<file path="config.mk">
export PLATFORM = sky130hd
export DESIGN_NAME = dtim
export DESIGN_NICKNAME = d
export VERILOG_FILES = /design/src/design/dtim_pkg.sv /design/src/design/dtim_array.sv /design/src/design/dtim_ctrl.sv /design/src/design/dtim.sv
export SDC_FILE = /design/constraint.sdc
export NUM_CORES = 2
export LEC_CHECK = 0
export BUFFER_PORTS_ARGS = -buffer_cell sky130_fd_sc_hd__buf_4
export CORE_AREA = 2 2 587 589
export CTS_BUF_LIST = sky130_fd_sc_hd__clkbuf_16
export CTS_CLUSTER_DIAMETER = 60
export CTS_CLUSTER_SIZE = 28
export DETAILED_ROUTE_END_ITERATION = 10
export DIE_AREA = 0 0 589 591
export PLACE_DENSITY = 0.48
export REMOVE_ABC_BUFFERS = 1
export SLEW_MARGIN = 25
export SYNTH_ARGS = -nofsm -noshare
export SYNTH_HDL_FRONTEND = slang
export SYNTH_HIERARCHICAL = 1
export SYNTH_SLANG_ARGS = --single-unit
</file>
<file path="constraint.sdc">
create_clock -name clk -period 13.4 [get_ports clk]
set_input_delay 0.67 -clock clk [delete_from_list [all_inputs] [get_ports clk]]
set_output_delay 0.67 -clock clk [all_outputs]
set_load 0.02 [all_outputs]
</file>
<file path="src/design/dtim_pkg.sv">
`default_nettype none

package dtim_pkg;

  // Data word on the CPU and memory ports.
  typedef logic [31:0] word_t;

  // Byte address.
  typedef logic [31:0] addr_t;

  // Byte write enables, all zero for a read.
  typedef logic [3:0] strb_t;

  //////////////////////////////////////////////////////////////////////
  // Controller states
  //////////////////////////////////////////////////////////////////////

  typedef enum logic [2:0] {
    hit       = 3'd0,
    miss      = 3'd1,
    ldst      = 3'd2,
    update    = 3'd3,
    fence     = 3'd4,
    writeback = 3'd5
  } ctrl_state_t;

endpackage

`default_nettype wire

</file>
<file path="src/design/dtim_array.sv">
`timescale 1ns/1ns
`default_nettype none

module dtim_array #(
  parameter type payload_t = logic,
  parameter int depth_bits = 4
) (
  input  wire                  clk,
  input  wire [depth_bits-1:0] rd_addr,
  output payload_t             rd_data,
  input  wire                  wr_en,
  input  wire [depth_bits-1:0] wr_addr,
  input  wire payload_t        wr_data
);

  // All entries start at zero, so every line comes up unlocked and clean.
  payload_t store [2**depth_bits] = '{default: '0};

  logic [depth_bits-1:0] rd_addr_q = '0;

  always_ff @(posedge clk) begin
    rd_addr_q <= rd_addr;
    if (wr_en) begin
      store[wr_addr] <= wr_data;
    end
  end

  // Data for last cycle's address.
  // A write lands at the edge, so this cycle still shows the old entry.
  assign rd_data = store[rd_addr_q];

endmodule

`default_nettype wire

</file>
<file path="src/design/dtim_ctrl.sv">
`timescale 1ns/1ns
`default_nettype none

module dtim_ctrl #(
  parameter int              depth_bits = 4,
  parameter int              word_bits  = 2,
  parameter dtim_pkg::addr_t base_addr  = 32'h1000,
  parameter dtim_pkg::addr_t top_addr   = 32'h2000,
  localparam int             tag_bits   = 30 - depth_bits - word_bits,
  localparam int             line_bits  = 32 << word_bits
) (
  input  wire                   clk,
  input  wire                   rst,
  // CPU load/store port.
  input  wire                   cpu_valid,
  input  wire                   cpu_fence,
  input  wire dtim_pkg::addr_t  cpu_addr,
  input  wire dtim_pkg::word_t  cpu_wdata,
  input  wire dtim_pkg::strb_t  cpu_wstrb,
  output dtim_pkg::word_t       cpu_rdata,
  output logic                  cpu_ready,
  // External data memory.
  output logic                  mem_valid,
  output dtim_pkg::addr_t       mem_addr,
  output dtim_pkg::word_t       mem_wdata,
  output dtim_pkg::strb_t       mem_wstrb,
  input  wire dtim_pkg::word_t  mem_rdata,
  input  wire                   mem_ready,
  // Tag array.
  output logic [depth_bits-1:0] tag_rd_addr,
  input  wire [tag_bits-1:0]    tag_rd_data,
  output logic                  tag_wr_en,
  output logic [depth_bits-1:0] tag_wr_addr,
  output logic [tag_bits-1:0]   tag_wr_data,
  // Line array.
  output logic [depth_bits-1:0] line_rd_addr,
  input  wire [line_bits-1:0]   line_rd_data,
  output logic                  line_wr_en,
  output logic [depth_bits-1:0] line_wr_addr,
  output logic [line_bits-1:0]  line_wr_data,
  // Flags array, lock in bit 1 and dirty in bit 0.
  output logic [depth_bits-1:0] flags_rd_addr,
  input  wire [1:0]             flags_rd_data,
  output logic                  flags_wr_en,
  output logic [depth_bits-1:0] flags_wr_addr,
  output logic [1:0]            flags_wr_data
);

  // Front register.
  logic                  f_rd, f_rd_n;
  logic                  f_wr, f_wr_n;
  logic                  f_fence, f_fence_n;
  dtim_pkg::addr_t       f_addr, f_addr_n;
  dtim_pkg::word_t       f_wdata, f_wdata_n;
  dtim_pkg::strb_t       f_strb, f_strb_n;
  logic [tag_bits-1:0]   f_tag, f_tag_n;
  logic [depth_bits-1:0] f_idx, f_idx_n;
  logic [word_bits-1:0]  f_wid, f_wid_n;

  // Back register.
  dtim_pkg::ctrl_state_t state, state_n;
  logic [tag_bits-1:0]   b_tag, b_tag_n;
  logic [depth_bits-1:0] b_idx, b_idx_n;
  logic [word_bits-1:0]  b_wid, b_wid_n;
  logic [word_bits-1:0]  b_cnt, b_cnt_n;
  logic [line_bits-1:0]  b_line, b_line_n;
  dtim_pkg::strb_t       b_strb, b_strb_n;
  dtim_pkg::word_t       b_sdata, b_sdata_n;
  logic                  m_valid, m_valid_n;
  dtim_pkg::addr_t       m_addr, m_addr_n;
  dtim_pkg::word_t       m_wdata, m_wdata_n;
  dtim_pkg::strb_t       m_strb, m_strb_n;

  logic                  f_req;
  logic                  in_window;
  logic                  line_lock;
  logic                  line_dirty;
  logic                  tag_match;
  logic                  line_hit;
  logic [depth_bits-1:0] wr_idx;
  logic [line_bits-1:0]  fill_line;
  logic [line_bits-1:0]  hit_line;
  logic [line_bits-1:0]  miss_line;

  // Merge the strobed bytes of one word into a line.
  function automatic logic [line_bits-1:0] merge_word(
    input logic [line_bits-1:0] line,
    input logic [word_bits-1:0] wid,
    input dtim_pkg::strb_t      strb,
    input dtim_pkg::word_t      data
  );
    logic [line_bits-1:0] res;
    dtim_pkg::word_t      word;
    res  = line;
    word = line[32*wid +: 32];
    for (int i = 0; i < 4; i++) begin
      if (strb[i]) begin
        word[8*i +: 8] = data[8*i +: 8];
      end
    end
    res[32*wid +: 32] = word;
    return res;
  endfunction

  //////////////////////////////////////////////////////////////////////
  // Request classification
  //////////////////////////////////////////////////////////////////////

  assign f_req      = f_rd | f_wr;
  assign in_window  = (f_addr >= base_addr) && (f_addr < top_addr);
  assign line_lock  = flags_rd_data[1];
  assign line_dirty = flags_rd_data[0];
  assign tag_match  = (tag_rd_data == f_tag);
  assign line_hit   = in_window & line_lock & tag_match;

  // Line buffer with the returning fill word in place.
  always_comb begin
    fill_line = b_line;
    fill_line[32*b_cnt +: 32] = mem_rdata;
  end

  assign hit_line  = merge_word(line_rd_data, f_wid, f_strb, f_wdata);
  // A pending load has a zero strobe and leaves the fill untouched.
  assign miss_line = merge_word(fill_line, b_wid, b_strb, b_sdata);

  //////////////////////////////////////////////////////////////////////
  // Back state machine
  //////////////////////////////////////////////////////////////////////

  always_comb begin
    state_n       = state;
    b_tag_n       = b_tag;
    b_idx_n       = b_idx;
    b_wid_n       = b_wid;
    b_cnt_n       = b_cnt;
    b_line_n      = b_line;
    b_strb_n      = b_strb;
    b_sdata_n     = b_sdata;
    m_valid_n     = 1'b0;
    m_addr_n      = m_addr;
    m_wdata_n     = m_wdata;
    m_strb_n      = m_strb;
    tag_wr_en     = 1'b0;
    line_wr_en    = 1'b0;
    flags_wr_en   = 1'b0;
    wr_idx        = b_idx;
    tag_wr_data   = b_tag;
    line_wr_data  = miss_line;
    flags_wr_data = {1'b1, |b_strb};

    case (state)
      dtim_pkg::hit: begin
        if (f_fence) begin
          state_n = dtim_pkg::fence;
          b_idx_n = '0;
        end else if (f_req && (!in_window || (line_lock && !tag_match))) begin
          // Outside the window, or a conflict with the locked line.
          state_n   = dtim_pkg::ldst;
          m_valid_n = 1'b1;
          m_addr_n  = f_addr;
          m_wdata_n = f_wdata;
          m_strb_n  = f_strb;
        end else if (f_req && !line_lock) begin
          state_n   = dtim_pkg::miss;
          m_valid_n = 1'b1;
          m_addr_n  = {f_addr[31:word_bits+2], {(word_bits+2){1'b0}}};
          m_strb_n  = '0;
          b_tag_n   = f_tag;
          b_idx_n   = f_idx;
          b_wid_n   = f_wid;
          b_cnt_n   = '0;
          b_strb_n  = f_strb;
          b_sdata_n = f_wdata;
        end else if (f_wr) begin
          state_n       = dtim_pkg::update;
          b_line_n      = hit_line;
          b_wid_n       = f_wid;
          tag_wr_en     = 1'b1;
          line_wr_en    = 1'b1;
          flags_wr_en   = 1'b1;
          wr_idx        = f_idx;
          tag_wr_data   = f_tag;
          line_wr_data  = hit_line;
          flags_wr_data = 2'b11;
        end
      end
      dtim_pkg::miss: begin
        if (mem_ready) begin
          if (&b_cnt) begin
            // Last word. Lock the line, dirty only for a store.
            state_n     = dtim_pkg::update;
            b_line_n    = miss_line;
            tag_wr_en   = 1'b1;
            line_wr_en  = 1'b1;
            flags_wr_en = 1'b1;
          end else begin
            b_line_n  = fill_line;
            b_cnt_n   = b_cnt + 1'b1;
            m_valid_n = 1'b1;
            m_addr_n  = m_addr + 32'd4;
          end
        end
      end
      dtim_pkg::ldst: begin
        if (mem_ready) begin
          state_n = dtim_pkg::hit;
        end
      end
      dtim_pkg::update: begin
        state_n = dtim_pkg::hit;
      end
      dtim_pkg::fence: begin
        if (line_lock && line_dirty) begin
          state_n   = dtim_pkg::writeback;
          b_line_n  = line_rd_data;
          b_cnt_n   = '0;
          m_valid_n = 1'b1;
          m_addr_n  = {tag_rd_data, b_idx, {(word_bits+2){1'b0}}};
          m_wdata_n = line_rd_data[31:0];
          m_strb_n  = 4'hf;
        end else begin
          flags_wr_en   = 1'b1;
          flags_wr_data = 2'b00;
          if (&b_idx) begin
            state_n = dtim_pkg::update;
          end else begin
            b_idx_n = b_idx + 1'b1;
          end
        end
      end
      dtim_pkg::writeback: begin
        if (mem_ready) begin
          if (&b_cnt) begin
            flags_wr_en   = 1'b1;
            flags_wr_data = 2'b00;
            if (&b_idx) begin
              state_n = dtim_pkg::update;
            end else begin
              state_n = dtim_pkg::fence;
              b_idx_n = b_idx + 1'b1;
            end
          end else begin
            b_cnt_n   = b_cnt + 1'b1;
            m_valid_n = 1'b1;
            m_addr_n  = m_addr + 32'd4;
            m_wdata_n = b_line[32*b_cnt_n +: 32];
          end
        end
      end
      default: begin
        state_n = dtim_pkg::hit;
      end
    endcase
  end

  //////////////////////////////////////////////////////////////////////
  // Front request register
  //////////////////////////////////////////////////////////////////////

  always_comb begin
    f_rd_n    = 1'b0;
    f_wr_n    = 1'b0;
    f_fence_n = 1'b0;
    f_addr_n  = f_addr;
    f_wdata_n = f_wdata;
    f_strb_n  = f_strb;
    f_tag_n   = f_tag;
    f_idx_n   = f_idx;
    f_wid_n   = f_wid;
    if (cpu_valid) begin
      if (cpu_fence) begin
        f_fence_n = 1'b1;
      end else begin
        f_rd_n    = ~(|cpu_wstrb);
        f_wr_n    = |cpu_wstrb;
        f_addr_n  = cpu_addr;
        f_wdata_n = cpu_wdata;
        f_strb_n  = cpu_wstrb;
        f_tag_n   = cpu_addr[31 -: tag_bits];
        f_idx_n   = cpu_addr[word_bits+2 +: depth_bits];
        f_wid_n   = cpu_addr[2 +: word_bits];
      end
    end
    // The sweep steers the read index.
    if (state_n == dtim_pkg::fence || state_n == dtim_pkg::writeback) begin
      f_idx_n = b_idx_n;
    end
  end

  assign tag_rd_addr   = f_idx_n;
  assign line_rd_addr  = f_idx_n;
  assign flags_rd_addr = f_idx_n;
  assign tag_wr_addr   = wr_idx;
  assign line_wr_addr  = wr_idx;
  assign flags_wr_addr = wr_idx;

  //////////////////////////////////////////////////////////////////////
  // Port outputs
  //////////////////////////////////////////////////////////////////////

  always_comb begin
    cpu_ready = 1'b0;
    cpu_rdata = b_line[32*b_wid +: 32];
    case (state)
      dtim_pkg::hit: begin
        cpu_ready = f_rd & line_hit;
        cpu_rdata = line_rd_data[32*f_wid +: 32];
      end
      dtim_pkg::ldst: begin
        cpu_ready = mem_ready;
        cpu_rdata = mem_rdata;
      end
      dtim_pkg::update: begin
        cpu_ready = 1'b1;
      end
      default: begin
        cpu_ready = 1'b0;
      end
    endcase
  end

  assign mem_valid = m_valid;
  assign mem_addr  = m_addr;
  assign mem_wdata = m_wdata;
  assign mem_wstrb = m_strb;

  always_ff @(posedge clk) begin
    if (!rst) begin
      f_rd    <= 1'b0;
      f_wr    <= 1'b0;
      f_fence <= 1'b0;
      f_idx   <= '0;
      state   <= dtim_pkg::hit;
      m_valid <= 1'b0;
    end else begin
      f_rd    <= f_rd_n;
      f_wr    <= f_wr_n;
      f_fence <= f_fence_n;
      f_idx   <= f_idx_n;
      state   <= state_n;
      m_valid <= m_valid_n;
    end
  end

  always_ff @(posedge clk) begin
    f_addr  <= f_addr_n;
    f_wdata <= f_wdata_n;
    f_strb  <= f_strb_n;
    f_tag   <= f_tag_n;
    f_wid   <= f_wid_n;
    b_tag   <= b_tag_n;
    b_idx   <= b_idx_n;
    b_wid   <= b_wid_n;
    b_cnt   <= b_cnt_n;
    b_line  <= b_line_n;
    b_strb  <= b_strb_n;
    b_sdata <= b_sdata_n;
    m_addr  <= m_addr_n;
    m_wdata <= m_wdata_n;
    m_strb  <= m_strb_n;
  end

endmodule

`default_nettype wire

</file>
<file path="src/design/dtim.sv">
`timescale 1ns/1ns
`default_nettype none

module dtim #(
  parameter int              depth_bits = 4,
  parameter int              word_bits  = 2,
  parameter dtim_pkg::addr_t base_addr  = 32'h1000,
  parameter dtim_pkg::addr_t top_addr   = 32'h2000
) (
  input  wire                  clk,
  input  wire                  rst,
  input  wire                  cpu_valid,
  input  wire                  cpu_fence,
  input  wire dtim_pkg::addr_t cpu_addr,
  input  wire dtim_pkg::word_t cpu_wdata,
  input  wire dtim_pkg::strb_t cpu_wstrb,
  output dtim_pkg::word_t      cpu_rdata,
  output logic                 cpu_ready,
  output logic                 mem_valid,
  output dtim_pkg::addr_t      mem_addr,
  output dtim_pkg::word_t      mem_wdata,
  output dtim_pkg::strb_t      mem_wstrb,
  input  wire dtim_pkg::word_t mem_rdata,
  input  wire                  mem_ready
);

  localparam int tag_bits  = 30 - depth_bits - word_bits;
  localparam int line_bits = 32 << word_bits;

  typedef logic [tag_bits-1:0]  tag_t;
  typedef logic [line_bits-1:0] line_t;
  // Lock, then dirty.
  typedef logic [1:0]           flags_t;

  logic [depth_bits-1:0] tag_rd_addr;
  tag_t                  tag_rd_data;
  logic                  tag_wr_en;
  logic [depth_bits-1:0] tag_wr_addr;
  tag_t                  tag_wr_data;

  logic [depth_bits-1:0] line_rd_addr;
  line_t                 line_rd_data;
  logic                  line_wr_en;
  logic [depth_bits-1:0] line_wr_addr;
  line_t                 line_wr_data;

  logic [depth_bits-1:0] flags_rd_addr;
  flags_t                flags_rd_data;
  logic                  flags_wr_en;
  logic [depth_bits-1:0] flags_wr_addr;
  flags_t                flags_wr_data;

  dtim_ctrl #(
    .depth_bits (depth_bits),
    .word_bits  (word_bits),
    .base_addr  (base_addr),
    .top_addr   (top_addr)
  ) u_ctrl (
    .clk           (clk),
    .rst           (rst),
    .cpu_valid     (cpu_valid),
    .cpu_fence     (cpu_fence),
    .cpu_addr      (cpu_addr),
    .cpu_wdata     (cpu_wdata),
    .cpu_wstrb     (cpu_wstrb),
    .cpu_rdata     (cpu_rdata),
    .cpu_ready     (cpu_ready),
    .mem_valid     (mem_valid),
    .mem_addr      (mem_addr),
    .mem_wdata     (mem_wdata),
    .mem_wstrb     (mem_wstrb),
    .mem_rdata     (mem_rdata),
    .mem_ready     (mem_ready),
    .tag_rd_addr   (tag_rd_addr),
    .tag_rd_data   (tag_rd_data),
    .tag_wr_en     (tag_wr_en),
    .tag_wr_addr   (tag_wr_addr),
    .tag_wr_data   (tag_wr_data),
    .line_rd_addr  (line_rd_addr),
    .line_rd_data  (line_rd_data),
    .line_wr_en    (line_wr_en),
    .line_wr_addr  (line_wr_addr),
    .line_wr_data  (line_wr_data),
    .flags_rd_addr (flags_rd_addr),
    .flags_rd_data (flags_rd_data),
    .flags_wr_en   (flags_wr_en),
    .flags_wr_addr (flags_wr_addr),
    .flags_wr_data (flags_wr_data)
  );

  dtim_array #(
    .payload_t  (tag_t),
    .depth_bits (depth_bits)
  ) u_tag (
    .clk     (clk),
    .rd_addr (tag_rd_addr),
    .rd_data (tag_rd_data),
    .wr_en   (tag_wr_en),
    .wr_addr (tag_wr_addr),
    .wr_data (tag_wr_data)
  );

  dtim_array #(
    .payload_t  (line_t),
    .depth_bits (depth_bits)
  ) u_line (
    .clk     (clk),
    .rd_addr (line_rd_addr),
    .rd_data (line_rd_data),
    .wr_en   (line_wr_en),
    .wr_addr (line_wr_addr),
    .wr_data (line_wr_data)
  );

  dtim_array #(
    .payload_t  (flags_t),
    .depth_bits (depth_bits)
  ) u_flags (
    .clk     (clk),
    .rd_addr (flags_rd_addr),
    .rd_data (flags_rd_data),
    .wr_en   (flags_wr_en),
    .wr_addr (flags_wr_addr),
    .wr_data (flags_wr_data)
  );

endmodule

`default_nettype wire

</file>
==> out/metrics.yaml <==
run_status: "completed"
finalPower_mw: 23.6
finClkSkew_ns: 0.156
muxShareOfSynthArea_pct: 15.9
hold_start: "cpu_fence"
clkLatencyLatePin_ns: 1.02
wl_um: 409000
post-dp-hpwl_um: 232000
cts_setup_buffers: 0
yosysSeqAreaShare_pct: 70.7
period_share_pct: 62.6
grt_pass1_vias: 69835
ctsResizeCount: 0
syn_avg_cell_area_um2: 17.9
placementRows: 215
cp_max_fo: 86
antenna_found_initial: 20
ys_types: 72
cts_root_buf: "clkbuf_16"
place_congestion: 0.842
nets: 7015
vias: 70004
power.density_nw_per_um2: 173
synth_compound_area_share_pct: 6.96
io_pins: 207
grtUsageTotal_pct: 23.0
h-tree-depth: 4
cts_tree: "done"
final_cell_mix: "2792 x edfxtp_1, 672 x mux4_2, 385 x buf_4"
hold_path_class: "input pin to flop"
endpoint_kind: "flop"
leakage_nw: 42.8
vias_per_cell: 6.00
fmax_mhz: 119
cts_buffer_depth: 4
finalCriticalPeriod_ns: 8.39
drtPass1Iterations: 8
drc: 0
criticalPathCategory: "flop to flop"
setup_violations: 0
worstReg2RegEnd: "u_line/store[8][116]"
min_delay_worst_endpoint: "u_ctrl/f_addr[3]"
vdd_drop_max_mv: 0.134
final_common_cell: "edfxtp_1"
hold_violations: 0
start_util_pct: 34.9
rr_worst_depth: 16
die_height_um: 591
yosys_most_used_dff: "edfxtp_1"
die_w_um: 589
startpoint_type: "flop"
final.setup.tns_ns: 0
grt_max_degree: 109
cp_data_required_time_ns: 13.96
synth_top_family_by_area: "multiplexers"
worst_pin_slew_ns: 1.29
grt_pass1_wl_um: 564000
worst_ep_arrival_time_ns: 8.96
synth-adder-area-share_pct: 0.178
clk_pin_slew_ns: 0.08
synth-seq-cells: 2819
whs_path_depth: 3
async_flop_share_pct: 0
synth.cell_area_um2: 119000
drive_gt1_share_pct: 24.9
synth_edf_count: 2792
fillCellCount: 30686
coreArea_um2: 342000
synth-xor-area-share_pct: 0.374
io_buffers: 206
rsz0062_at_grt: "false"
slew_headroom_pct: 13.9
r2r_slack_ns: 5.01
cts_sinks: 2819
maxCapViolations: 0
dieArea_um2: 348000
ant_nets: 0
wl_per_cell_um: 35.1
drt_iter0_drc: 8701
yosysWarnings: 6
yosys.area_share.simple_pct: 3.72
slew_viol_final: 0
cts_inserted_buffers: 239
overflow: 0
syn_to_final_growth_pct: 14.2
synthCells: 6653
repair_timing:
item                                    CTS  global route
endpoints found under the setup margin    0             0
hold endpoints to repair                 79             0
hold buffers                             72             0
worst max-delay path: stages (launching register included):
cell,delay (ns)
dfxtp_4,0.81
buf_4,0.64
mux4_2,0.59
a22oi_1,0.22
nand2_1,0.18
xnor2_1,0.21
nand4_1,0.13
nor4_1,0.72
a211oi_2,0.19
buf_4,0.25
nor3_4,0.24
buf_12,0.60
mux2_2,0.52
nand3b_1,0.43
nor3_2,0.26
buf_4,0.82
buf_4,0.94
layer usage:
layer | global-route usage, % | up-vias | wire length [um]
li1 | - | 27973 | -
met1 | 31.1 | 37426 | 167000
met2 | 36.7 | 3664 | 189000
met3 | 4.50 | 925 | 34100
met4 | 9.18 | 16 | 18600
met5 | 0 | - | 105
flip-flops by register name, summed over array words and instances (netlist names), 24 cells and up, named ones only:
| register | cells |
|---|---|
| u_line/store | 2048 |
| u_tag/store | 384 |
| u_ctrl/b_line | 128 |
| u_ctrl/b_sdata | 32 |
| u_ctrl/f_addr | 32 |
| u_ctrl/f_wdata | 32 |
| u_ctrl/mem_addr | 32 |
| u_ctrl/mem_wdata | 32 |
| u_flags/store | 32 |
| u_ctrl/b_tag | 24 |
kinds of logic (layout without fill, tap and decap cells):
group                    Yosys count  after routing
AO/OA/AOI/OAI                   1247           1247
XOR/XNOR                          51             51
adder cells (fa/ha/maj)           17             17
buffers and inverters            575           1022
flip-flops                      2819           2819
multiplexers                    1031           1031
other                              0              5
AND/OR/NAND/NOR                  913            913
layout make-up:
| cell class | count | area, um^2 | area share [%] |
|---|---|---|---|
| sequential | 2819 | 84400 | 61.9 |
| multi-input combinational | 3259 | 33100 | 24.3 |
| clock buffer | 242 | 6060 | 4.44 |
| tap | 4557 | 5700 | 4.18 |
| timing repair buffer | 480 | 4060 | 2.98 |
| clock inverter | 206 | 2610 | 1.91 |
| inverter | 94 | 353 | 0.259 |
| antenna | 5 | 12.5 | 0.00918 |
through the flow:
stage / area [um^2] / util (%) / hold WS (ns) / cells / setup WS (ns)
CTS: 136000 / 39.8 / 0.216 / 11657 / 4.98
global placement: 127000 / 37.0 / 0.470 / 11134 / 5.15
global route: 136000 / 39.8 / 0.269 / 11658 / 4.56
floorplan: 117000 / - / 0.442 / 6172 / -11.07
detailed placement: 127000 / 37.1 / 0.479 / 11137 / 5.14
finish: 136000 / 39.9 / 0.267 / 11662 / 5.01
report_power, final:
| part | leakage (nW) | internal, mW | total [mW] | switching [mW] |
|---|---|---|---|---|
| clock network | 4.21 | 3.84 | 7.66 | 3.82 |
| logic | 13.0 | 2.00 | 5.45 | 3.46 |
| registers | 25.6 | 10.3 | 10.5 | 0.233 |
synth_stat cells (all sizes together), types with 17 or more instances:
cell type,instances,share of area (%)
buf,175,0.92
a221o,76,0.64
a221oi,28,0.21
nor2,184,0.58
a31oi,128,0.67
clkbuf,306,0.96
a22oi,297,1.9
mux4,676,13
o221ai,37,0.27
o211ai,18,0.11
dfxtp,27,0.45
mux2i,239,2.0
xnor2,43,0.32
or2,19,0.10
nor3,32,0.14
o22ai,222,1.2
a211oi,38,0.24
inv,93,0.29
nand3,27,0.11
a21oi,168,0.70
nand2,334,1.1
nor2b,216,1.1
mux2,116,1.1
ha,17,0.18
o21ai,198,0.83
edfxtp,2792,70
worst max path at each step:
stage | cells after the start | endpoint
2_1_floorplan | 7 | u_line/store[0][73]
3_3_place_gp | 16 | u_line/store[0][22]
3_5_place_dp | 16 | u_line/store[0][22]
4_1_cts | 16 | u_line/store[0][85]
5_1_grt | 16 | u_line/store[8][116]
6_report | 16 | u_line/store[8][116]
No activity file was read; power rests on OpenSTA's default activity.
